## config.mk

```make
export PLATFORM = sky130hd
export DESIGN_NAME = pci_monitor_flat
export DESIGN_NICKNAME = d
export VERILOG_FILES = /design/src/pci_bus_pkg.sv /design/src/pci_agent_pkg.sv /design/src/pci_bus_if.sv /design/src/pci_monitor.sv /design/src/flat_wrapper.sv
export SDC_FILE = /design/constraint.sdc
export NUM_CORES = 1
export LEC_CHECK = 0
export BUFFER_PORTS_ARGS = -buffer_cell sky130_fd_sc_hd__buf_4
export CAP_MARGIN = 40
export CORE_UTILIZATION = 45
export CTS_CLUSTER_SIZE = 8
export DETAILED_ROUTE_END_ITERATION = 10
export PLACE_DENSITY = 0.79
export SETUP_SLACK_MARGIN = 0.15
export SLEW_MARGIN = 30
export SYNTH_ARGS = -nofsm -noshare
export SYNTH_HDL_FRONTEND = slang
export SYNTH_SLANG_ARGS = --single-unit
```

## constraint.sdc

```tcl
create_clock -name clk -period 2.05 [get_ports clk]
set_input_delay 0.1025 -clock clk [delete_from_list [all_inputs] [get_ports clk]]
set_output_delay 0.1025 -clock clk [all_outputs]
set_load 0.05 [all_outputs]
```

## src/pci_bus_pkg.sv

```systemverilog
/* PCI bus types */

package pci_bus_pkg;

	typedef logic [31:0] addr_t;
	typedef logic [31:0] data_t;
	typedef logic [3:0]  be_t;	// active low, one per byte lane
	typedef logic [15:0] count_t;

	// ~~~~~~~~~~~~~~~~~~~~~~~~~~~~~~~~~~~~~~~~~~~~~~~~~~~~~~~~~~~~
	// bus commands, standard PCI encodings on c/be
	// ~~~~~~~~~~~~~~~~~~~~~~~~~~~~~~~~~~~~~~~~~~~~~~~~~~~~~~~~~~~~
	typedef enum logic [3:0] {
		io_read   = 4'b0010,
		io_write  = 4'b0011,
		mem_read  = 4'b0110,
		mem_write = 4'b0111,
		cfg_read  = 4'b1010,
		cfg_write = 4'b1011
	} cmd_t;

endpackage

```

## src/pci_agent_pkg.sv

```systemverilog
/* PCI agent status and states */

package pci_agent_pkg;

	typedef enum logic [1:0] {
		st_ok           = 2'd0,
		st_retry_abort  = 2'd1,
		st_master_abort = 2'd2
	} status_t;

	// how a data phase ended
	typedef enum logic [1:0] {
		term_none  = 2'd0,
		term_xfer  = 2'd1,
		term_retry = 2'd2,
		term_abort = 2'd3
	} term_t;

	typedef enum logic [2:0] {
		init_idle,
		init_request,
		init_address,
		init_data,
		init_backoff,
		init_report
	} init_state_t;

	typedef enum logic [1:0] {
		tgt_idle,
		tgt_claim,
		tgt_turnaround
	} tgt_state_t;

endpackage

```

## src/pci_bus_if.sv

```systemverilog
/* Shared PCI bus */
`timescale 1ns/100ps

interface pci_bus_if import pci_bus_pkg::*; ();

	logic       frame_n;
	logic       irdy_n;
	data_t      ad;
	logic [3:0] cbe;
	data_t      rd_data;	// target read path, replaces the turned-around ad
	logic       devsel_n;
	logic       trdy_n;
	logic       stop_n;

	modport arbiter (
		output frame_n, irdy_n, ad, cbe,
		input  rd_data, devsel_n, trdy_n, stop_n
	);

	modport target (
		input  frame_n, irdy_n, ad, cbe,
		output rd_data, devsel_n, trdy_n, stop_n
	);

	modport monitor (
		input frame_n, irdy_n, ad, cbe, rd_data, devsel_n, trdy_n, stop_n
	);

endinterface

```

## src/pci_monitor.sv

```systemverilog
/* Bus monitor */
`timescale 1ns/100ps

module pci_monitor import pci_bus_pkg::*, pci_agent_pkg::*; #(
	parameter int ABORT_WAIT = 4
) (
	input  logic       clk,
	input  logic       rst_n,
	pci_bus_if.monitor bus,
	output logic       bus_idle,
	output count_t     xfer_count,
	output count_t     retry_count,
	output count_t     abort_count
);

	localparam int WW = $clog2(ABORT_WAIT + 1);

	logic [WW-1:0] wait_cnt;	// data phase cycles without devsel
	term_t         term;

	always_comb
	begin
		term = term_none;
		if (!bus.irdy_n)
		begin
			if (!bus.trdy_n)
				term = term_xfer;
			else if (!bus.stop_n)
				term = term_retry;
			else if (bus.devsel_n && wait_cnt == WW'(ABORT_WAIT - 1))
				term = term_abort;
		end
	end

	always_ff @(posedge clk)
	begin
		if (!rst_n)
		begin
			bus_idle    <= 1'b0;
			wait_cnt    <= '0;
			xfer_count  <= '0;
			retry_count <= '0;
			abort_count <= '0;
		end
		else
		begin
			bus_idle <= bus.frame_n && bus.irdy_n;
			if (!bus.frame_n)
				wait_cnt <= '0;
			else if (!bus.irdy_n && term == term_none)
				wait_cnt <= wait_cnt + 1'b1;
			case (term)
				term_xfer:  xfer_count  <= xfer_count + 1'b1;
				term_retry: retry_count <= retry_count + 1'b1;
				term_abort: abort_count <= abort_count + 1'b1;
				default:    ;
			endcase
		end
	end

endmodule

```

## src/flat_wrapper.sv

```systemverilog
// flat-port wrapper written by rule: the top's interface ports become plain ports
module pci_monitor_flat import pci_bus_pkg::*, pci_agent_pkg::*;
#(
	parameter int ABORT_WAIT = 4
)
  (clk, rst_n, bus_idle, xfer_count, retry_count, abort_count, bus_frame_n, bus_irdy_n, bus_ad, bus_cbe, bus_rd_data, bus_devsel_n, bus_trdy_n, bus_stop_n);
  pci_bus_if bus_i ();
  input  logic clk;
  input  logic rst_n;
  output logic bus_idle;
  output count_t xfer_count;
  output count_t retry_count;
  output count_t abort_count;
  input wire logic [$bits(bus_i.frame_n)-1:0] bus_frame_n;
  input wire logic [$bits(bus_i.irdy_n)-1:0] bus_irdy_n;
  input wire logic [$bits(bus_i.ad)-1:0] bus_ad;
  input wire logic [$bits(bus_i.cbe)-1:0] bus_cbe;
  input wire logic [$bits(bus_i.rd_data)-1:0] bus_rd_data;
  input wire logic [$bits(bus_i.devsel_n)-1:0] bus_devsel_n;
  input wire logic [$bits(bus_i.trdy_n)-1:0] bus_trdy_n;
  input wire logic [$bits(bus_i.stop_n)-1:0] bus_stop_n;
  assign bus_i.frame_n = bus_frame_n;
  assign bus_i.irdy_n = bus_irdy_n;
  assign bus_i.ad = bus_ad;
  assign bus_i.cbe = bus_cbe;
  assign bus_i.rd_data = bus_rd_data;
  assign bus_i.devsel_n = bus_devsel_n;
  assign bus_i.trdy_n = bus_trdy_n;
  assign bus_i.stop_n = bus_stop_n;
  pci_monitor #(.ABORT_WAIT(ABORT_WAIT)) u_core (.clk(clk), .rst_n(rst_n), .bus(bus_i), .bus_idle(bus_idle), .xfer_count(xfer_count), .retry_count(retry_count), .abort_count(abort_count));
endmodule
```

==> flow_summary.toml <==
[final_layout]
syn_to_final_growth_pct = 25.0
final_nets = 416
drive_gt1_share_pct = 27.3
n_antenna_cell = 0
finalInstanceArea_um2 = 3070
instances_no_fill = 407

[job]
maxCapViolCount = 0

[timing]
slew-limit-headroom_pct = 69.5
final.setup.tns_ps = 0
fmax_mhz = 552
fin_crit_sh_pct = 88.4
worstMarginPinSlew_ps = 457
setup-violations-final = 0
period_needed_ps = 1810
drv_slew = 0
finalHoldViolations = 0
rsz0062_at_grt = "no"
whs_ps = 60.4
fin_skew_ps = 10.2

[synth]
synth-seq-cells = 52
synth_area_um2 = 2450
synth_edf_count = 0
yosys_warnings = 0
synth_area_leaders = "dfxtp_1, xnor2_1, nor2_1"
post-synth-top-area-cell = "dfxtp_1"
async_reset_ff_share_pct = 0
synthTopCellsByCount = "dfxtp_1, nor2_1, nand2_1"
syn-num-nets = 360
yosys.cell_count.top_type = "dfxtp_1"
seq_area_frac_synth_pct = 42.4
synth_top_area_share_pct = 42.4
yosys_most_used_dff = "dfxtp_1"
ys_types = 36
syn_area_per_cell_um2 = 8.76
syn_inst = 280

[die]
die_h_um = 75.8
die_x_um = 75.8
rows = 26
core_area_um2 = 5170
die_area_um2 = 5750
start_util_pct = 47.4
ioPinCount = 124

[critical_path]
r2r_end = "u_core.abort_count[13]"
critPathKind = "register to register"
cp.arrival_ps = 2050
endpoint = "u_core.abort_count[13]"
crit_start = "u_core.wait_cnt[0]"
timing.rr.start = "u_core.wait_cnt[0]"
required_ps = 2290
crit_fanout = 4
r2r_setup_slack_ps = 240
startpoint_type = "register"
end_kind = "register"
r2r_cells = 6

[grt]
grt.total_usage_pct = 18.1
grt_pass1_wl_um = 7940
grt_max_degree = 27
grt_pass1_vias = 1814
antenna_found_initial = 0
grt_overflow = 0

[routing]
drt_pass1_iterations = 4
post_drt_via_cell_ratio = 5.16
drtAntennaViolNets = 0
drtIter0Drc = 101
routedWlPerCell_um = 12.1
vias = 2100
drc_errors = 0
drt-total-wl_um = 4920

[power_and_ir_drop]
ir_drop_v = 0.000397
power_leakage_nw = 1.19
total_power_w = 0.00171
p_per_area_nw_per_um2 = 556

[place]
gp_congestion = 0.736
placed_cells = 398
placed_area_um2 = 2950
port_buffers = 55
dp_hpwl_um = 3620

[clock_tree]
clkLatencyLatePin_ps = 300
cts_made_buffers = 5
clk_pin_slew_ps = 90
cts_max_path_buffers = 2
htree_num_levels = 2
cts.sinks = 52
cts-root-buf = "clkbuf_8"
cts_tree = "yes"

[min_path]
hp-start = "bus_frame_n"
hold_class = "primary input to register"

[status]
status = "complete, no violations"
worst max-delay path, cell delays in order, from the launching register on:
cell	delay, ps
dfxtp_2	340
ha_1	140
ha_2	180
nand2_2	70
or4_1	530
or3_1	350
a21oi_1	130
state kept, by name (all words and copies together) (netlist names):
name and count:
u_core.abort_count 16, u_core.retry_count 16, u_core.xfer_count 16, u_core.wait_cnt 3, u_core.bus_idle 1
through the flow:
stage / setup slack [ps] / util [%]
floorplan: 162 / -
global placement: 239 / 56.9
detailed placement: 208 / 56.9
CTS: 188 / 58.7
global route: 149 / 59.3
finish: 238 / 59.3
how the worst min path moves through the flow:
stage                      end  cells past startpoint  slack, ps
2_1_floorplan  u_core.bus_idle                      1        250
3_3_place_gp   u_core.bus_idle                      2        370
3_5_place_dp   u_core.bus_idle                      2        380
4_1_cts        u_core.bus_idle                      2         50
5_1_grt        u_core.bus_idle                      2         70
6_report       u_core.bus_idle                      2         60
logic make-up (layout without fill, tap and decap cells):
kind of cell,Yosys count,after routing,share of synthesized area [%]
mux,10,10,4.08
flops,52,52,42.4
simple gates,143,143,32.8
compound gates,24,24,5.30
buf+inv,18,75,2.86
xor+xnor,28,28,10.0
fa+ha+maj,5,5,2.55
metal layers:
layer | part of all wire, % | global-route usage, % | up-vias
met5 | 0 | 0 | -
met4 | 1.5 | 6.79 | 0
met3 | 5.3 | 5.42 | 9
met2 | 47 | 30.1 | 48
met1 | 46 | 22.1 | 958
li1 | - | - | 1085
area by class of cell:
class	instances	area (um2)
Timing Repair Buffer	59	443
Sequential cell	52	1050
Multi-Input combinational cell	210	1360
Inverter	8	30.0
Tap cell	70	87.6
Clock buffer	6	82.6
Fill cell	466	2110
Clock inverter	2	10.0
where the power goes:
part	switching [W]	internal, W	leakage (nW)
registers	0.00000595	0.00102	0.424
logic	0.0000601	0.0000319	0.711
clock network	0.000323	0.000270	0.0510
total	0.000389	0.00132	1.19
cells in the final DEF (no fill, tap or decap), types with 3 or more instances in the layout:
| cell | n |
|---|---|
| a21oi_1 | 12 |
| and3_1 | 4 |
| buf_4 | 59 |
| clkbuf_8 | 6 |
| dfxtp_1 | 43 |
| dfxtp_2 | 9 |
| ha_1 | 4 |
| inv_1 | 8 |
| mux2i_1 | 10 |
| nand2_1 | 24 |
| nand2b_1 | 8 |
| nand3_1 | 14 |
| nand4_1 | 11 |
| nor2_1 | 34 |
| nor3_1 | 11 |
| nor4_1 | 4 |
| nor4_2 | 3 |
| o21ai_0 | 8 |
| o31ai_1 | 3 |
| or2_2 | 3 |
| or3_1 | 6 |
| or4_1 | 5 |
| xnor2_1 | 21 |
| xor2_1 | 7 |
repair_timing:
action	in CTS	in global routing
endpoints found under the setup margin	0	8
buffers inserted	0	1
endpoints found under the hold margin	0	0
hold buffers	0	0
resized for setup	0	7
No activity file was read; power rests on OpenSTA's default activity.
