<file path="src/pci_bus_pkg.sv">
/* PCI bus types */

package pci_bus_pkg;

	typedef logic [31:0] addr_t;
	typedef logic [31:0] data_t;
	typedef logic [3:0]  be_t;	// active low, one per byte lane
	typedef logic [15:0] count_t;

	// ~~~~~~~~~~~~~~~~~~~~~~~~~~~~~~~~~~~~~~~~~~~~~~~~~~~~~~~~~~~~
	// bus commands, standard PCI encodings on c/be
	// ~~~~~~~~~~~~~~~~~~~~~~~~~~~~~~~~~~~~~~~~~~~~~~~~~~~~~~~~~~~~
	typedef enum logic [3:0] {
		io_read   = 4'b0010,
		io_write  = 4'b0011,
		mem_read  = 4'b0110,
		mem_write = 4'b0111,
		cfg_read  = 4'b1010,
		cfg_write = 4'b1011
	} cmd_t;

endpackage

</file>
<file path="src/pci_init_if.sv">
/* Initiator to arbiter link */
`timescale 1ns/100ps

interface pci_init_if import pci_bus_pkg::*; ();

	logic       req_n;
	logic       gnt_n;
	logic       frame_n;
	logic       irdy_n;
	data_t      ad_out;
	logic [3:0] cbe;	// command in address phase, byte enables in data phase
	logic       trdy_n;
	logic       devsel_n;
	logic       stop_n;
	data_t      ad_in;	// read data returned from the target

	modport master (
		output req_n, frame_n, irdy_n, ad_out, cbe,
		input  gnt_n, trdy_n, devsel_n, stop_n, ad_in
	);

	modport arbiter (
		input  req_n, frame_n, irdy_n, ad_out, cbe,
		output gnt_n, trdy_n, devsel_n, stop_n, ad_in
	);

endinterface

</file>
<file path="src/pci_bus_if.sv">
/* Shared PCI bus */
`timescale 1ns/100ps

interface pci_bus_if import pci_bus_pkg::*; ();

	logic       frame_n;
	logic       irdy_n;
	data_t      ad;
	logic [3:0] cbe;
	data_t      rd_data;	// target read path, replaces the turned-around ad
	logic       devsel_n;
	logic       trdy_n;
	logic       stop_n;

	modport arbiter (
		output frame_n, irdy_n, ad, cbe,
		input  rd_data, devsel_n, trdy_n, stop_n
	);

	modport target (
		input  frame_n, irdy_n, ad, cbe,
		output rd_data, devsel_n, trdy_n, stop_n
	);

	modport monitor (
		input frame_n, irdy_n, ad, cbe, rd_data, devsel_n, trdy_n, stop_n
	);

endinterface

</file>
<file path="src/pci_arbiter.sv">
/* Round-robin bus arbiter */
`timescale 1ns/100ps

module pci_arbiter #(
	parameter int PARK = 0
) (
	input  logic       clk,
	input  logic       rst_n,
	input  logic       bus_idle,
	pci_init_if.arbiter m0,
	pci_init_if.arbiter m1,
	pci_bus_if.arbiter  bus
);

	logic owner_vld;	// some initiator holds the grant
	logic owner;
	logic last_gnt;
	logic req0;
	logic req1;
	logic can_switch;
	logic nxt_owner;

	assign req0       = !m0.req_n;
	assign req1       = !m1.req_n;
	assign can_switch = bus_idle && bus.frame_n && bus.irdy_n;

	// the owner keeps the grant while it still requests
	always_comb
	begin
		if (owner_vld && (owner ? req1 : req0))
			nxt_owner = owner;
		else if (req0 && req1)
			nxt_owner = !last_gnt;
		else if (req0)
			nxt_owner = 1'b0;
		else if (req1)
			nxt_owner = 1'b1;
		else
			nxt_owner = PARK[0];	// park
	end

	always_ff @(posedge clk)
	begin
		if (!rst_n)
		begin
			owner_vld <= 1'b0;
			owner     <= 1'b0;
			last_gnt  <= 1'b1;
		end
		else if (can_switch)
		begin
			owner_vld <= 1'b1;
			owner     <= nxt_owner;
			if (req0 || req1)
				last_gnt <= nxt_owner;
		end
	end

	// grant is only shown while the bus is idle
	assign m0.gnt_n = !(owner_vld && !owner && bus_idle);
	assign m1.gnt_n = !(owner_vld && owner && bus_idle);

	// ~~~~~~~~~~~~~~~~~~~~~~~~~~~~~~~~~~~~~~~~~~~~~~~~~~~~~~~~~~~~
	// bus multiplexer
	// ~~~~~~~~~~~~~~~~~~~~~~~~~~~~~~~~~~~~~~~~~~~~~~~~~~~~~~~~~~~~
	always_comb
	begin
		bus.frame_n = 1'b1;
		bus.irdy_n  = 1'b1;
		bus.ad      = '0;
		bus.cbe     = '1;
		if (owner_vld && owner)
		begin
			bus.frame_n = m1.frame_n;
			bus.irdy_n  = m1.irdy_n;
			bus.ad      = m1.ad_out;
			bus.cbe     = m1.cbe;
		end
		else if (owner_vld)
		begin
			bus.frame_n = m0.frame_n;
			bus.irdy_n  = m0.irdy_n;
			bus.ad      = m0.ad_out;
			bus.cbe     = m0.cbe;
		end
	end

	assign m0.trdy_n   = bus.trdy_n;
	assign m0.devsel_n = bus.devsel_n;
	assign m0.stop_n   = bus.stop_n;
	assign m0.ad_in    = bus.rd_data;
	assign m1.trdy_n   = bus.trdy_n;
	assign m1.devsel_n = bus.devsel_n;
	assign m1.stop_n   = bus.stop_n;
	assign m1.ad_in    = bus.rd_data;

endmodule

</file>
<file path="src/flat_wrapper.sv">
// flat-port wrapper written by rule: the top's interface ports become plain ports
module pci_arbiter_flat 
#(
	parameter int PARK = 0
)
  (clk, rst_n, bus_idle, m0_req_n, m0_frame_n, m0_irdy_n, m0_ad_out, m0_cbe, m0_gnt_n, m0_trdy_n, m0_devsel_n, m0_stop_n, m0_ad_in, m1_req_n, m1_frame_n, m1_irdy_n, m1_ad_out, m1_cbe, m1_gnt_n, m1_trdy_n, m1_devsel_n, m1_stop_n, m1_ad_in, bus_frame_n, bus_irdy_n, bus_ad, bus_cbe, bus_rd_data, bus_devsel_n, bus_trdy_n, bus_stop_n);
  pci_init_if m0_i ();
  pci_init_if m1_i ();
  pci_bus_if bus_i ();
  input  logic clk;
  input  logic rst_n;
  input  logic bus_idle;
  input wire logic [$bits(m0_i.req_n)-1:0] m0_req_n;
  input wire logic [$bits(m0_i.frame_n)-1:0] m0_frame_n;
  input wire logic [$bits(m0_i.irdy_n)-1:0] m0_irdy_n;
  input wire logic [$bits(m0_i.ad_out)-1:0] m0_ad_out;
  input wire logic [$bits(m0_i.cbe)-1:0] m0_cbe;
  output wire logic [$bits(m0_i.gnt_n)-1:0] m0_gnt_n;
  output wire logic [$bits(m0_i.trdy_n)-1:0] m0_trdy_n;
  output wire logic [$bits(m0_i.devsel_n)-1:0] m0_devsel_n;
  output wire logic [$bits(m0_i.stop_n)-1:0] m0_stop_n;
  output wire logic [$bits(m0_i.ad_in)-1:0] m0_ad_in;
  input wire logic [$bits(m1_i.req_n)-1:0] m1_req_n;
  input wire logic [$bits(m1_i.frame_n)-1:0] m1_frame_n;
  input wire logic [$bits(m1_i.irdy_n)-1:0] m1_irdy_n;
  input wire logic [$bits(m1_i.ad_out)-1:0] m1_ad_out;
  input wire logic [$bits(m1_i.cbe)-1:0] m1_cbe;
  output wire logic [$bits(m1_i.gnt_n)-1:0] m1_gnt_n;
  output wire logic [$bits(m1_i.trdy_n)-1:0] m1_trdy_n;
  output wire logic [$bits(m1_i.devsel_n)-1:0] m1_devsel_n;
  output wire logic [$bits(m1_i.stop_n)-1:0] m1_stop_n;
  output wire logic [$bits(m1_i.ad_in)-1:0] m1_ad_in;
  output wire logic [$bits(bus_i.frame_n)-1:0] bus_frame_n;
  output wire logic [$bits(bus_i.irdy_n)-1:0] bus_irdy_n;
  output wire logic [$bits(bus_i.ad)-1:0] bus_ad;
  output wire logic [$bits(bus_i.cbe)-1:0] bus_cbe;
  input wire logic [$bits(bus_i.rd_data)-1:0] bus_rd_data;
  input wire logic [$bits(bus_i.devsel_n)-1:0] bus_devsel_n;
  input wire logic [$bits(bus_i.trdy_n)-1:0] bus_trdy_n;
  input wire logic [$bits(bus_i.stop_n)-1:0] bus_stop_n;
  assign m0_i.req_n = m0_req_n;
  assign m0_i.frame_n = m0_frame_n;
  assign m0_i.irdy_n = m0_irdy_n;
  assign m0_i.ad_out = m0_ad_out;
  assign m0_i.cbe = m0_cbe;
  assign m0_gnt_n = m0_i.gnt_n;
  assign m0_trdy_n = m0_i.trdy_n;
  assign m0_devsel_n = m0_i.devsel_n;
  assign m0_stop_n = m0_i.stop_n;
  assign m0_ad_in = m0_i.ad_in;
  assign m1_i.req_n = m1_req_n;
  assign m1_i.frame_n = m1_frame_n;
  assign m1_i.irdy_n = m1_irdy_n;
  assign m1_i.ad_out = m1_ad_out;
  assign m1_i.cbe = m1_cbe;
  assign m1_gnt_n = m1_i.gnt_n;
  assign m1_trdy_n = m1_i.trdy_n;
  assign m1_devsel_n = m1_i.devsel_n;
  assign m1_stop_n = m1_i.stop_n;
  assign m1_ad_in = m1_i.ad_in;
  assign bus_frame_n = bus_i.frame_n;
  assign bus_irdy_n = bus_i.irdy_n;
  assign bus_ad = bus_i.ad;
  assign bus_cbe = bus_i.cbe;
  assign bus_i.rd_data = bus_rd_data;
  assign bus_i.devsel_n = bus_devsel_n;
  assign bus_i.trdy_n = bus_trdy_n;
  assign bus_i.stop_n = bus_stop_n;
  pci_arbiter #(.PARK(PARK)) u_core (.clk(clk), .rst_n(rst_n), .bus_idle(bus_idle), .m0(m0_i), .m1(m1_i), .bus(bus_i));
endmodule
</file>
<file path="config.mk">
export PLATFORM = sky130hd
export DESIGN_NAME = pci_arbiter_flat
export DESIGN_NICKNAME = d
export VERILOG_FILES = /design/src/pci_bus_pkg.sv /design/src/pci_init_if.sv /design/src/pci_bus_if.sv /design/src/pci_arbiter.sv /design/src/flat_wrapper.sv
export SDC_FILE = /design/constraint.sdc
export NUM_CORES = 1
export LEC_CHECK = 0
export BUFFER_PORTS_ARGS = -buffer_cell sky130_fd_sc_hd__buf_2
export CAP_MARGIN = 5
export CORE_AREA = 2 2 88 90
export DETAILED_ROUTE_END_ITERATION = 10
export DIE_AREA = 0 0 90 92
export PLACE_DENSITY_LB_ADDON = 0.1
export SYNTH_ARGS = -nofsm -noshare
export SYNTH_HDL_FRONTEND = slang
export SYNTH_SLANG_ARGS = --single-unit
</file>
<file path="constraint.sdc">
create_clock -name clk -period 1.65 [get_ports clk]
set_clock_uncertainty 0.15 [all_clocks]
set_input_delay 0.0825 -clock clk [delete_from_list [all_inputs] [get_ports clk]]
set_output_delay 0.0825 -clock clk [all_outputs]
set_load 0.05 [all_outputs]
</file>
==> results.md <==
- WHS: 15.0 ps
- Kind of end point of the critical path: output port
- Number of I/O pins: 226
- Clock latency on the worst-skew pair: 220 ps
- Required arrival time at the worst endpoint: 1420 ps
- Flop pwr share: 0.099
- Data arrival time of the critical path: 1340 ps
- Height of the chip: 92 um
- Type of the worst setup path: register to output port
- Met3 usage in global routing: 0.0189
- Met2 track demand over resource in global routing: 0.151
- Final setup vio count: 0
- Width of the die: 90 um
- Pre-CTS setup slack: 224 ps
- Total global-route track usage: 0.0779
- Logic pwr share: 0.650
- Count of warnings emitted by yosys: 0
- Commonest cells in the synthesized netlist: 75 x sky130_fd_sc_hd__buf_4, 38 x sky130_fd_sc_hd__mux2i_1, 32 x sky130_fd_sc_hd__nor2b_1
- Category of the worst setup path launch point: register
- Fraction of post-synthesis cell area in the top cell type by area: 0.409
- Slowest-stage cell, CP: sky130_fd_sc_hd__dfxtp_1
- Wire length of the first global-routing pass: 5460 um
- Yosys cell types: 19
- Most area-hungry cell type in the Yosys netlist: sky130_fd_sc_hd__buf_4
- Average footprint of a synthesized cell: 7.82 sq um
- Largest fanout of any net on the critical path: 17
- Antenna-violating nets left: 0
- Cell count after synthesis: 176
- Final critical path time including I/O delays and setup: 1570 ps
- Synthesized Nets: 292
- Final Instance Area: 1740 sq um
- Synthesis-stage register bit count: 3
- Switching fraction of total power: 0.468
- Leakage power of the design: 0.000815 uW
- Number of diodes added for antenna fixing: 0
- Cell count after placement: 323
- Count of endpoints failing hold in the final timing report: 0
- CTS sink count: 3
- Count of flip-flops with a built-in enable after synthesis: 0
- Hold Path Class: input port to output port
- Setup repair after global routing missed its margin: yes
- Die footprint: 8280 sq um
- Area added between synthesis and finish: 26.6%
- Overflow left after global routing: 0
- Port-buffer cells: 120
- Clock network fraction of design power: 0.251
- Max incr delay on CP: 430 ps
- Final wirelength: 3590 um
- Part of the Yosys area used for sequential elements: 0.0436
- Router iterations before antenna repair: 4
- Maximum number of pins on one net before global-route repair: 26
- Power per Cell Area: 503 nW/um^2
- Via total after detailed routing: 1184
- Netlist area before placement: 1380 sq um
- Switching power of the nets: 411 uW
- Result of the run: complete, no violations
- Max Fclk: 0.637 GHz
- Global route hottest layer: met2
- Share of the core filled with cells: 0.234
- Final weighted congestion of routability-driven global placement: 0.699
- DRC viols: 0
- Detailed Place HPWL: 2990 um
- Most instantiated library cell after synthesis: sky130_fd_sc_hd__buf_4
- Slew headroom: 0.827
- Standard cell core area: 7450 sq um
- Total internal power: 466 uW
- Initial antenna violation count: 0
- Number of cells in the finished layout apart from fillers: 329
- Number of DRC markers after the initial detailed-route iteration: 14
- Max clock buf depth: 2
- Largest cells by area after synthesis: sky130_fd_sc_hd__buf_4 41%, sky130_fd_sc_hd__mux2i_1 28%, sky130_fd_sc_hd__nor2b_1 15%
- Share of the cycle needed by the critical path after routing: 0.952
- Transition at the pin with the smallest max-transition slack: 261 ps
- CTS Root Cell: sky130_fd_sc_hd__clkbuf_8
- Clock slew at the register clock pins of the worst setup and hold paths: 30 ps
- CTS tree: done
- Placed inst area: 1670 sq um
- Met1 Track Usage GR: 0.0770
- Flip-flop cell with the highest count after synthesis: sky130_fd_sc_hd__dfxtp_1
- Slew Limit Fails: 0
- Clock buffer count from CTS: 3
- Max-cap violation count: 0
- Via count of the first global-routing pass: 1171
- Proportion of layout cells with a drive suffix above 1: 0.718
- Peak ir drop on the vdd network: 361 uV
- Maximum level of the CTS H-tree: 1
- Final layout net count: 344
- Initial core utilization: 0.185
- List of cells traversed by the critical path: buf_4 -> nor2b_2 -> buf_2
- Number of vias per cell: 3.60
- Average routed wire per standard cell: 10.9 um
- Worst path setup slack after routing: 79.8 ps
- Count of standard-cell rows: 32
- Async set-reset flop share out of synthesis: 0
path summary, 6_finish.rpt:
kind	from	endpoint	slack, ps	cells past startpoint
min reg2reg	u_core.last_gnt	u_core.last_gnt	360	2
max reg2reg	u_core.owner_vld	u_core.owner	340	4
max	u_core.owner_vld	bus_ad[18]	80	3
min	bus_rd_data[18]	m0_ad_in[18]	20	0
power by group through the flow:
| stage | clock (uW) | sequential [uW] | combinational, uW |
|---|---|---|---|
| 6_report | 220 | 87.1 | 570 |
| 3_5_place_dp | 0 | 88.8 | 571 |
| 5_1_grt | 226 | 88.5 | 609 |
| 3_3_place_gp | 0 | 88.9 | 575 |
| 2_1_floorplan | 0 | 80.6 | 857 |
| 4_1_cts | 223 | 87.0 | 577 |
flip-flops by register name, summed over array words and instances (netlist names):
register	cells
u_core.last_gnt	1
u_core.owner	1
u_core.owner_vld	1
cell usage in the layout (no fill, tap or decap), types with 2 or more instances in the layout:
cell | synthesis | routed
sky130_fd_sc_hd__o21a_1 | 2 | 2
sky130_fd_sc_hd__mux2i_1 | 38 | 38
sky130_fd_sc_hd__buf_12 | 0 | 3
sky130_fd_sc_hd__nand3b_1 | 2 | 2
sky130_fd_sc_hd__nand2b_1 | 2 | 2
sky130_fd_sc_hd__dfxtp_1 | 3 | 2
sky130_fd_sc_hd__clkbuf_8 | 0 | 3
sky130_fd_sc_hd__nand2_1 | 7 | 7
sky130_fd_sc_hd__buf_2 | 1 | 120
sky130_fd_sc_hd__and2_1 | 3 | 3
sky130_fd_sc_hd__dlygate4sd3_1 | 0 | 2
sky130_fd_sc_hd__nor2b_2 | 0 | 31
layout make-up:
type / instances / area [sq um]
tap: 102 / 128
multi-input combinational: 93 / 807
clock buffer: 4 / 45.0
timing repair buffer: 127 / 699
fill: 870 / 5700
sequential: 3 / 63.8
through the flow:
step / TNS (ps) / power, uW
2_1_floorplan: 0 / 937
3_3_place_gp: 0 / 663
3_5_place_dp: 0 / 660
4_1_cts: 0 / 887
5_1_grt: -17.2 / 924
6_report: 0 / 877
logic make-up (layout without fill, tap and decap cells):
| family | count (synthesis) | count (layout) | synth area share |
|---|---|---|---|
| AND/OR/NAND/NOR | 49 | 49 | 0.219 |
| flip-flops | 3 | 3 | 0.0436 |
| buffers and inverters | 80 | 131 | 0.426 |
| AO/OA/AOI/OAI | 6 | 6 | 0.0345 |
| multiplexers | 38 | 38 | 0.276 |
timing repair:
action	CTS	global route
gates resized for setup	1	1
hold buffers	2	0
buffers inserted	0	0
endpoints found under the setup margin	1	25
endpoints found under the hold margin	3	0
routing by layer:
layer / part of all wire / wire [um]
met5: 0 / 0
met4: 0.028 / 102
met3: 0.091 / 327
met2: 0.53 / 1910
met1: 0.35 / 1250
critical path: cells and delay by family (launching register included):
kind / cells / cell delay (ps)
buffers and inverters: 2 / 520
flip-flops: 1 / 430
AND/OR/NAND/NOR: 1 / 160
(Power assumes the default switching activity.)
