--- src/pci_bus_pkg.sv ---
/* PCI bus types */

package pci_bus_pkg;

	typedef logic [31:0] addr_t;
	typedef logic [31:0] data_t;
	typedef logic [3:0]  be_t;	// active low, one per byte lane
	typedef logic [15:0] count_t;

	// ~~~~~~~~~~~~~~~~~~~~~~~~~~~~~~~~~~~~~~~~~~~~~~~~~~~~~~~~~~~~
	// bus commands, standard PCI encodings on c/be
	// ~~~~~~~~~~~~~~~~~~~~~~~~~~~~~~~~~~~~~~~~~~~~~~~~~~~~~~~~~~~~
	typedef enum logic [3:0] {
		io_read   = 4'b0010,
		io_write  = 4'b0011,
		mem_read  = 4'b0110,
		mem_write = 4'b0111,
		cfg_read  = 4'b1010,
		cfg_write = 4'b1011
	} cmd_t;

endpackage

--- src/pci_agent_pkg.sv ---
/* PCI agent status and states */

package pci_agent_pkg;

	typedef enum logic [1:0] {
		st_ok           = 2'd0,
		st_retry_abort  = 2'd1,
		st_master_abort = 2'd2
	} status_t;

	// how a data phase ended
	typedef enum logic [1:0] {
		term_none  = 2'd0,
		term_xfer  = 2'd1,
		term_retry = 2'd2,
		term_abort = 2'd3
	} term_t;

	typedef enum logic [2:0] {
		init_idle,
		init_request,
		init_address,
		init_data,
		init_backoff,
		init_report
	} init_state_t;

	typedef enum logic [1:0] {
		tgt_idle,
		tgt_claim,
		tgt_turnaround
	} tgt_state_t;

endpackage

--- src/pci_init_if.sv ---
/* Initiator to arbiter link */
`timescale 1ns/100ps

interface pci_init_if import pci_bus_pkg::*; ();

	logic       req_n;
	logic       gnt_n;
	logic       frame_n;
	logic       irdy_n;
	data_t      ad_out;
	logic [3:0] cbe;	// command in address phase, byte enables in data phase
	logic       trdy_n;
	logic       devsel_n;
	logic       stop_n;
	data_t      ad_in;	// read data returned from the target

	modport master (
		output req_n, frame_n, irdy_n, ad_out, cbe,
		input  gnt_n, trdy_n, devsel_n, stop_n, ad_in
	);

	modport arbiter (
		input  req_n, frame_n, irdy_n, ad_out, cbe,
		output gnt_n, trdy_n, devsel_n, stop_n, ad_in
	);

endinterface

--- src/pci_initiator.sv ---
/* PCI bus initiator */
`timescale 1ns/100ps

module pci_initiator import pci_bus_pkg::*, pci_agent_pkg::*; #(
	parameter int RETRY_LIMIT = 4,
	parameter int ABORT_WAIT  = 4
) (
	input  logic       clk,
	input  logic       rst_n,
	input  logic       start,
	input  cmd_t       cmd,
	input  addr_t      addr,
	input  data_t      wdata,
	input  be_t        be,
	output logic       done,
	output data_t      rdata,
	output status_t    status,
	pci_init_if.master port
);

	localparam int RW = $clog2(RETRY_LIMIT + 1);
	localparam int WW = $clog2(ABORT_WAIT + 1);

	init_state_t   state;
	term_t         term;
	cmd_t          cmd_q;
	addr_t         addr_q;
	data_t         wdata_q;
	be_t           be_q;
	logic [RW-1:0] retry_cnt;
	logic [WW-1:0] wait_cnt;
	logic          bo_cnt;	// backoff cycle
	logic          last_try;

	assign last_try = retry_cnt == RW'(RETRY_LIMIT - 1);

	always_comb
	begin
		term = term_none;
		if (state == init_data)
		begin
			if (!port.trdy_n)
				term = term_xfer;
			else if (!port.stop_n)
				term = term_retry;
			else if (port.devsel_n && wait_cnt == WW'(ABORT_WAIT - 1))
				term = term_abort;	// nobody claimed it
		end
	end

	// ~~~~~~~~~~~~~~~~~~~~~~~~~~~~~~~~~~~~~~~~~~~~~~~~~~~~~~~~~~~~
	// transaction FSM
	// ~~~~~~~~~~~~~~~~~~~~~~~~~~~~~~~~~~~~~~~~~~~~~~~~~~~~~~~~~~~~
	always_ff @(posedge clk)
	begin
		if (!rst_n)
		begin
			state     <= init_idle;
			retry_cnt <= '0;
			wait_cnt  <= '0;
			bo_cnt    <= 1'b0;
		end
		else
		begin
			case (state)
				init_idle:
					if (start)
					begin
						state     <= init_request;
						retry_cnt <= '0;
					end
				init_request:
					if (!port.gnt_n)
						state <= init_address;
				init_address:
				begin
					state    <= init_data;
					wait_cnt <= '0;
				end
				init_data:
					case (term)
						term_xfer, term_abort:
							state <= init_report;
						term_retry:
							if (last_try)
								state <= init_report;
							else
							begin
								state     <= init_backoff;
								retry_cnt <= retry_cnt + 1'b1;
								bo_cnt    <= 1'b0;
							end
						default:
							wait_cnt <= wait_cnt + 1'b1;
					endcase
				init_backoff:
					if (bo_cnt)
						state <= init_request;
					else
						bo_cnt <= 1'b1;
				default:
					state <= init_idle;	// report lasts one cycle
			endcase
		end
	end

	always_ff @(posedge clk)
	begin
		if (state == init_idle && start)
		begin
			cmd_q   <= cmd;
			addr_q  <= addr;
			wdata_q <= wdata;
			be_q    <= be;
		end
		if (term == term_xfer)
		begin
			status <= st_ok;
			if (!cmd_q[0])
				rdata <= port.ad_in;	// reads have bit 0 clear
		end
		else if (term == term_abort)
			status <= st_master_abort;
		else if (term == term_retry && last_try)
			status <= st_retry_abort;
	end

	assign port.req_n   = !(state == init_request || state == init_address ||
				state == init_data);
	assign port.frame_n = state != init_address;
	assign port.irdy_n  = state != init_data;
	assign port.ad_out  = (state == init_address) ? addr_q : wdata_q;
	assign port.cbe     = (state == init_address) ? cmd_q : be_q;
	assign done         = state == init_report;

endmodule

--- src/flat_wrapper.sv ---
// flat-port wrapper written by rule: the top's interface ports become plain ports
module pci_initiator_flat import pci_bus_pkg::*, pci_agent_pkg::*;
#(
	parameter int RETRY_LIMIT = 4,
	parameter int ABORT_WAIT  = 4
)
  (clk, rst_n, start, cmd, addr, wdata, be, done, rdata, status, port_req_n, port_frame_n, port_irdy_n, port_ad_out, port_cbe, port_gnt_n, port_trdy_n, port_devsel_n, port_stop_n, port_ad_in);
  pci_init_if port_i ();
  input  logic clk;
  input  logic rst_n;
  input  logic start;
  input  cmd_t cmd;
  input  addr_t addr;
  input  data_t wdata;
  input  be_t be;
  output logic done;
  output data_t rdata;
  output status_t status;
  output wire logic [$bits(port_i.req_n)-1:0] port_req_n;
  output wire logic [$bits(port_i.frame_n)-1:0] port_frame_n;
  output wire logic [$bits(port_i.irdy_n)-1:0] port_irdy_n;
  output wire logic [$bits(port_i.ad_out)-1:0] port_ad_out;
  output wire logic [$bits(port_i.cbe)-1:0] port_cbe;
  input wire logic [$bits(port_i.gnt_n)-1:0] port_gnt_n;
  input wire logic [$bits(port_i.trdy_n)-1:0] port_trdy_n;
  input wire logic [$bits(port_i.devsel_n)-1:0] port_devsel_n;
  input wire logic [$bits(port_i.stop_n)-1:0] port_stop_n;
  input wire logic [$bits(port_i.ad_in)-1:0] port_ad_in;
  assign port_req_n = port_i.req_n;
  assign port_frame_n = port_i.frame_n;
  assign port_irdy_n = port_i.irdy_n;
  assign port_ad_out = port_i.ad_out;
  assign port_cbe = port_i.cbe;
  assign port_i.gnt_n = port_gnt_n;
  assign port_i.trdy_n = port_trdy_n;
  assign port_i.devsel_n = port_devsel_n;
  assign port_i.stop_n = port_stop_n;
  assign port_i.ad_in = port_ad_in;
  pci_initiator #(.RETRY_LIMIT(RETRY_LIMIT), .ABORT_WAIT(ABORT_WAIT)) u_core (.clk(clk), .rst_n(rst_n), .start(start), .cmd(cmd), .addr(addr), .wdata(wdata), .be(be), .done(done), .rdata(rdata), .status(status), .port(port_i));
endmodule
--- config.mk ---
export PLATFORM = sky130hd
export DESIGN_NAME = pci_initiator_flat
export DESIGN_NICKNAME = d
export VERILOG_FILES = /design/src/pci_bus_pkg.sv /design/src/pci_agent_pkg.sv /design/src/pci_init_if.sv /design/src/pci_initiator.sv /design/src/flat_wrapper.sv
export SDC_FILE = /design/constraint.sdc
export NUM_CORES = 1
export LEC_CHECK = 0
export BUFFER_PORTS_ARGS = -buffer_cell sky130_fd_sc_hd__buf_2
export CAP_MARGIN = 20
export CORE_UTILIZATION = 43
export DETAILED_ROUTE_END_ITERATION = 7
export GPL_TIMING_DRIVEN = 1
export PLACE_DENSITY = 0.76
export SKIP_CTS_REPAIR_TIMING = 1
export SLEW_MARGIN = 20
export SYNTH_ARGS = -nofsm -noshare
export SYNTH_HDL_FRONTEND = slang
export SYNTH_SLANG_ARGS = --single-unit
--- constraint.sdc ---
create_clock -name clk -period 3.5 [get_ports clk]
set_input_delay 0.175 -clock clk [delete_from_list [all_inputs] [get_ports clk]]
set_output_delay 0.175 -clock clk [all_outputs]
set_load 0.01 [all_outputs]
==> impl_summary.log <==
[metrics] Placed Instance Area: 5360 sq um
[metrics] number of max-cap violations: 0
[metrics] # clock sinks: 116
[metrics] Seq. cell area: 3360 sq um
[metrics] Initial DRC Count: 163
[metrics] H-tree depth: 4
[metrics] post-layout total power: 0.00373 W
[metrics] layout overhead on the synthesized area: 62.9%
[metrics] worst skew pair latency: 0.51 ns
[metrics] max-slew violations: 0
[metrics] Lkg Pwr: 3.06 nW
[metrics] DIE WIDTH: 102 um
[metrics] Setup Crit Path Kind: reg -> out
[metrics] run status: complete, no violations
[metrics] gate count after technology mapping: 301
[metrics] starting density of the core: 0.443
[metrics] number of search-and-repair iterations in the first detailed-routing pass: 4
[metrics] Setup crit start kind: flip-flop
[metrics] Sum Neg Setup Slack: 0 ns
[metrics] measured slew at the worst slew-check pin: 0.716 ns
[metrics] Net Sw Frac: 0.226
[metrics] Synthesis Warnings: 0
[metrics] standard-cell row count: 36
[metrics] top-level port count: 185
[metrics] Detail Route Antenna Nets: 0
[metrics] clock buffer depth: 2
[metrics] RD Place Congestion: 0.807
[metrics] Worst slew margin: 0.522
[metrics] final-report setup violation count: 0
[metrics] fin util: 0.722
[metrics] CP cell instances: nor3b_4 -> buf_4 -> inv_2 -> nand2_1 -> nand2_1 -> buf_2
[metrics] number of antenna violations at the first check in global routing: 0
[metrics] Seq pwr share: 0.438
[metrics] Clock transition at path regs: 0.06 ns
[metrics] highest fanout seen on the critical path: 40
[metrics] total global routing overflow: 0
[metrics] die footprint: 10400 sq um
[metrics] Residual DRC: 0
[metrics] kind of end point of the critical path: primary output
[metrics] FMAX: 366 MHz
[metrics] vias in the first global route: 2718
[metrics] net switching power of the design: 0.000843 W
[metrics] proportion of synthesized chip area in sequential cells: 0.780
[metrics] post-DP HPWL: 5.99 mm
[metrics] drt via density: 4.71
[metrics] Syn Nets: 416
[metrics] Largest stage delay, worst path: 0.55 ns
[metrics] final net count: 718
[metrics] mapped cell area: 4310 sq um
[metrics] area of the multi-input gates: 863 sq um
[metrics] CTS Buf Count: 17
[metrics] cell seen most often among critical-path stages: sky130_fd_sc_hd__nand2_1
[metrics] Gate power share: 0.103
[metrics] internal power component: 0.00288 W
[metrics] Peak supply drop: 0.360 mV
[metrics] global-route usage over all layers: 0.170
[metrics] slowest cell on the critical path: sky130_fd_sc_hd__dfxtp_1
[metrics] mean cell area of the mapped netlist: 14.3 sq um
[metrics] number of diodes: 0
[metrics] number of I/O port buffers: 184
[metrics] height of the die: 102 um
[metrics] Core ar.: 9730 sq um
[metrics] TritonCTS clock tree: yes
[metrics] fill count: 641
[metrics] flip-flop and latch count after synthesis: 116
[metrics] root cell of the clock tree: sky130_fd_sc_hd__clkbuf_8
[metrics] wire length of the first global-routing pass: 12.7 mm
[metrics] arrival time of data at the critical path endpoint: 2.55 ns
[metrics] Cell Pwr Density: 531 nW/um^2
[metrics] finished layout cell area: 7020 sq um
[metrics] Min Clock Period, post-route: 2.73 ns
[metrics] count of final hold-check violations: 0
[metrics] area leader, netlist: sky130_fd_sc_hd__edfxtp_1
[metrics] reg-to-reg slack, setup: 1.27 ns
[metrics] endpoint required time on the critical path: 3.32 ns
[metrics] portion of synthesized cell area occupied by the leading cell type: 0.725
[metrics] pin count of the biggest net entering global routing: 45
[metrics] RSZ-0062 raised after global routing: false
[metrics] Clk network pwr share: 0.459
[metrics] main area contributors after synthesis: sky130_fd_sc_hd__edfxtp_1, sky130_fd_sc_hd__nand2_1, sky130_fd_sc_hd__dfxtp_1, sky130_fd_sc_hd__ha_1, sky130_fd_sc_hd__buf_6
[metrics] DR WL/cell: 15.2 um
[metrics] total number of vias: 3529
[metrics] share of post-route cells with drive strength above 1: 0.369
[metrics] Worst Clk Skew: 0.00460 ns
[metrics] DRT Wirelength: 11.4 mm
[metrics] Distinct cells, synth: 35
[metrics] class of the tightest hold or removal check: in -> reg
[metrics] Final period util: 0.780
==> sequential cells by signal, summed over array words and instances (netlist names) <==
signal            cells
u_core.bo_cnt         1
u_core.addr_q        32
u_core.retry_cnt      3
u_core.wait_cnt       3
u_core.be_q           4
u_core.state          3
u_core.wdata_q       32
u_core.rdata         32
u_core.cmd_q          4
u_core.status         2
==> area by class of cell <==
| cell class | count | share of cell area |
|---|---|---|
| Tap cell | 133 | 0.0237 |
| Clock buffer | 17 | 0.0590 |
| Inverter | 4 | 0.00214 |
| Sequential cell | 116 | 0.479 |
| Multi-Input combinational cell | 171 | 0.123 |
| Clock inverter | 15 | 0.0258 |
| Timing Repair Buffer | 293 | 0.287 |
==> power groups by stage <==
stage                     combinational [W]  clock, W  sequential [W]
after floorplan                    0.000143         0         0.00165
after global placement             0.000273         0         0.00165
after detailed placement           0.000281         0         0.00165
after CTS                          0.000283   0.00174         0.00163
after global routing               0.000417   0.00181         0.00164
final                              0.000383   0.00171         0.00163
==> critical path: cells and delay by family (launching register included) <==
kind,cells,cell delay (ns)
buffers and inverters,3,0.94
AND/OR/NAND/NOR,3,0.54
flip-flops,1,0.55
==> cells in the mapped netlist <==
cell type / count
sky130_fd_sc_hd__clkbuf_1: 1
sky130_fd_sc_hd__nand3b_4: 1
sky130_fd_sc_hd__and2_1: 4
sky130_fd_sc_hd__nor2_1: 6
sky130_fd_sc_hd__or2_2: 1
sky130_fd_sc_hd__a21oi_1: 3
sky130_fd_sc_hd__and3_1: 1
sky130_fd_sc_hd__inv_2: 1
sky130_fd_sc_hd__dfxtp_1: 12
sky130_fd_sc_hd__o22ai_1: 2
sky130_fd_sc_hd__nor3b_4: 1
sky130_fd_sc_hd__ha_1: 4
sky130_fd_sc_hd__and2_0: 1
sky130_fd_sc_hd__nor2b_1: 1
sky130_fd_sc_hd__edfxtp_1: 104
sky130_fd_sc_hd__a22o_1: 2
sky130_fd_sc_hd__nand2_1: 118
sky130_fd_sc_hd__nor3b_1: 4
sky130_fd_sc_hd__mux2i_1: 4
sky130_fd_sc_hd__nand3_1: 1
sky130_fd_sc_hd__or4b_1: 1
sky130_fd_sc_hd__o311a_1: 1
sky130_fd_sc_hd__nor3_4: 1
sky130_fd_sc_hd__buf_2: 5
sky130_fd_sc_hd__a211oi_1: 1
sky130_fd_sc_hd__buf_6: 4
sky130_fd_sc_hd__nor3_1: 1
sky130_fd_sc_hd__inv_1: 3
sky130_fd_sc_hd__o21ai_0: 4
sky130_fd_sc_hd__nand2b_1: 2
sky130_fd_sc_hd__a21boi_0: 2
sky130_fd_sc_hd__nand3b_1: 1
sky130_fd_sc_hd__nand2b_4: 1
sky130_fd_sc_hd__o21a_1: 1
sky130_fd_sc_hd__and3b_1: 1
==> cells in the final DEF, fill, tap and decap left out, types with 2 or more instances in the layout <==
cell type                       synthesis  routed
sky130_fd_sc_hd__buf_2                  5     184
sky130_fd_sc_hd__nand2_1              118     118
sky130_fd_sc_hd__dlygate4sd3_1          0     106
sky130_fd_sc_hd__edfxtp_1             104     104
sky130_fd_sc_hd__clkbuf_16              0      16
sky130_fd_sc_hd__dfxtp_1               12      12
sky130_fd_sc_hd__nor2_1                 6       6
sky130_fd_sc_hd__clkinv_4               0       5
sky130_fd_sc_hd__and2_1                 4       4
sky130_fd_sc_hd__mux2i_1                4       4
sky130_fd_sc_hd__nor3b_1                4       4
sky130_fd_sc_hd__o21ai_0                4       4
sky130_fd_sc_hd__ha_1                   4       4
sky130_fd_sc_hd__a21oi_1                3       3
sky130_fd_sc_hd__bufinv_16              0       3
sky130_fd_sc_hd__clkinv_2               0       3
sky130_fd_sc_hd__inv_2                  1       2
sky130_fd_sc_hd__inv_1                  3       2
sky130_fd_sc_hd__a21boi_0               2       2
sky130_fd_sc_hd__o22ai_1                2       2
sky130_fd_sc_hd__nand2b_1               2       2
sky130_fd_sc_hd__a22o_1                 2       2
sky130_fd_sc_hd__inv_6                  0       2
sky130_fd_sc_hd__clkinvlp_4             0       2
sky130_fd_sc_hd__buf_4                  0       2
==> metal layers <==
metal / vias to the layer above / GRT usage / part of all wire
met1: 1649 / 0.186 / 0.39
met5: - / 0 / 0
met3: 11 / 0.0705 / 0.084
li1: 1663 / - / -
met4: 0 / 0.0923 / 0.012
met2: 206 / 0.282 / 0.52
==> cell families (layout without fill, tap and decap cells) <==
logic type               count (synthesis)  in the layout  share of synthesized area
flip-flops                             116            116                      0.780
adder cells (fa/ha/maj)                  4              4                     0.0116
multiplexers                             4              4                    0.00929
AO/OA/AOI/OAI                           16             16                     0.0244
buffers and inverters                   14            329                     0.0206
AND/OR/NAND/NOR                        147            147                      0.154
==> per-stage QoR <==
stage	std cells	setup WS (ns)	hold WS [ns]
floorplan	301	0.123	0.274
global route	749	0.547	0.0855
finish	749	0.770	0.0708
global placement	611	1.31	0.351
CTS	643	0.724	-0.191
detailed placement	611	1.25	0.353
==> path summary, 6_finish.rpt <==
path	start	to	cells past startpoint
min	port_gnt_n	u_core.state[1]	4
max	u_core.state[1]	port_ad_out[18]	6
max reg2reg	u_core.state[2]	u_core.be_q[3]	3
min reg2reg	u_core.wait_cnt[1]	u_core.wait_cnt[1]	2
No activity file was read; power rests on OpenSTA's default activity.
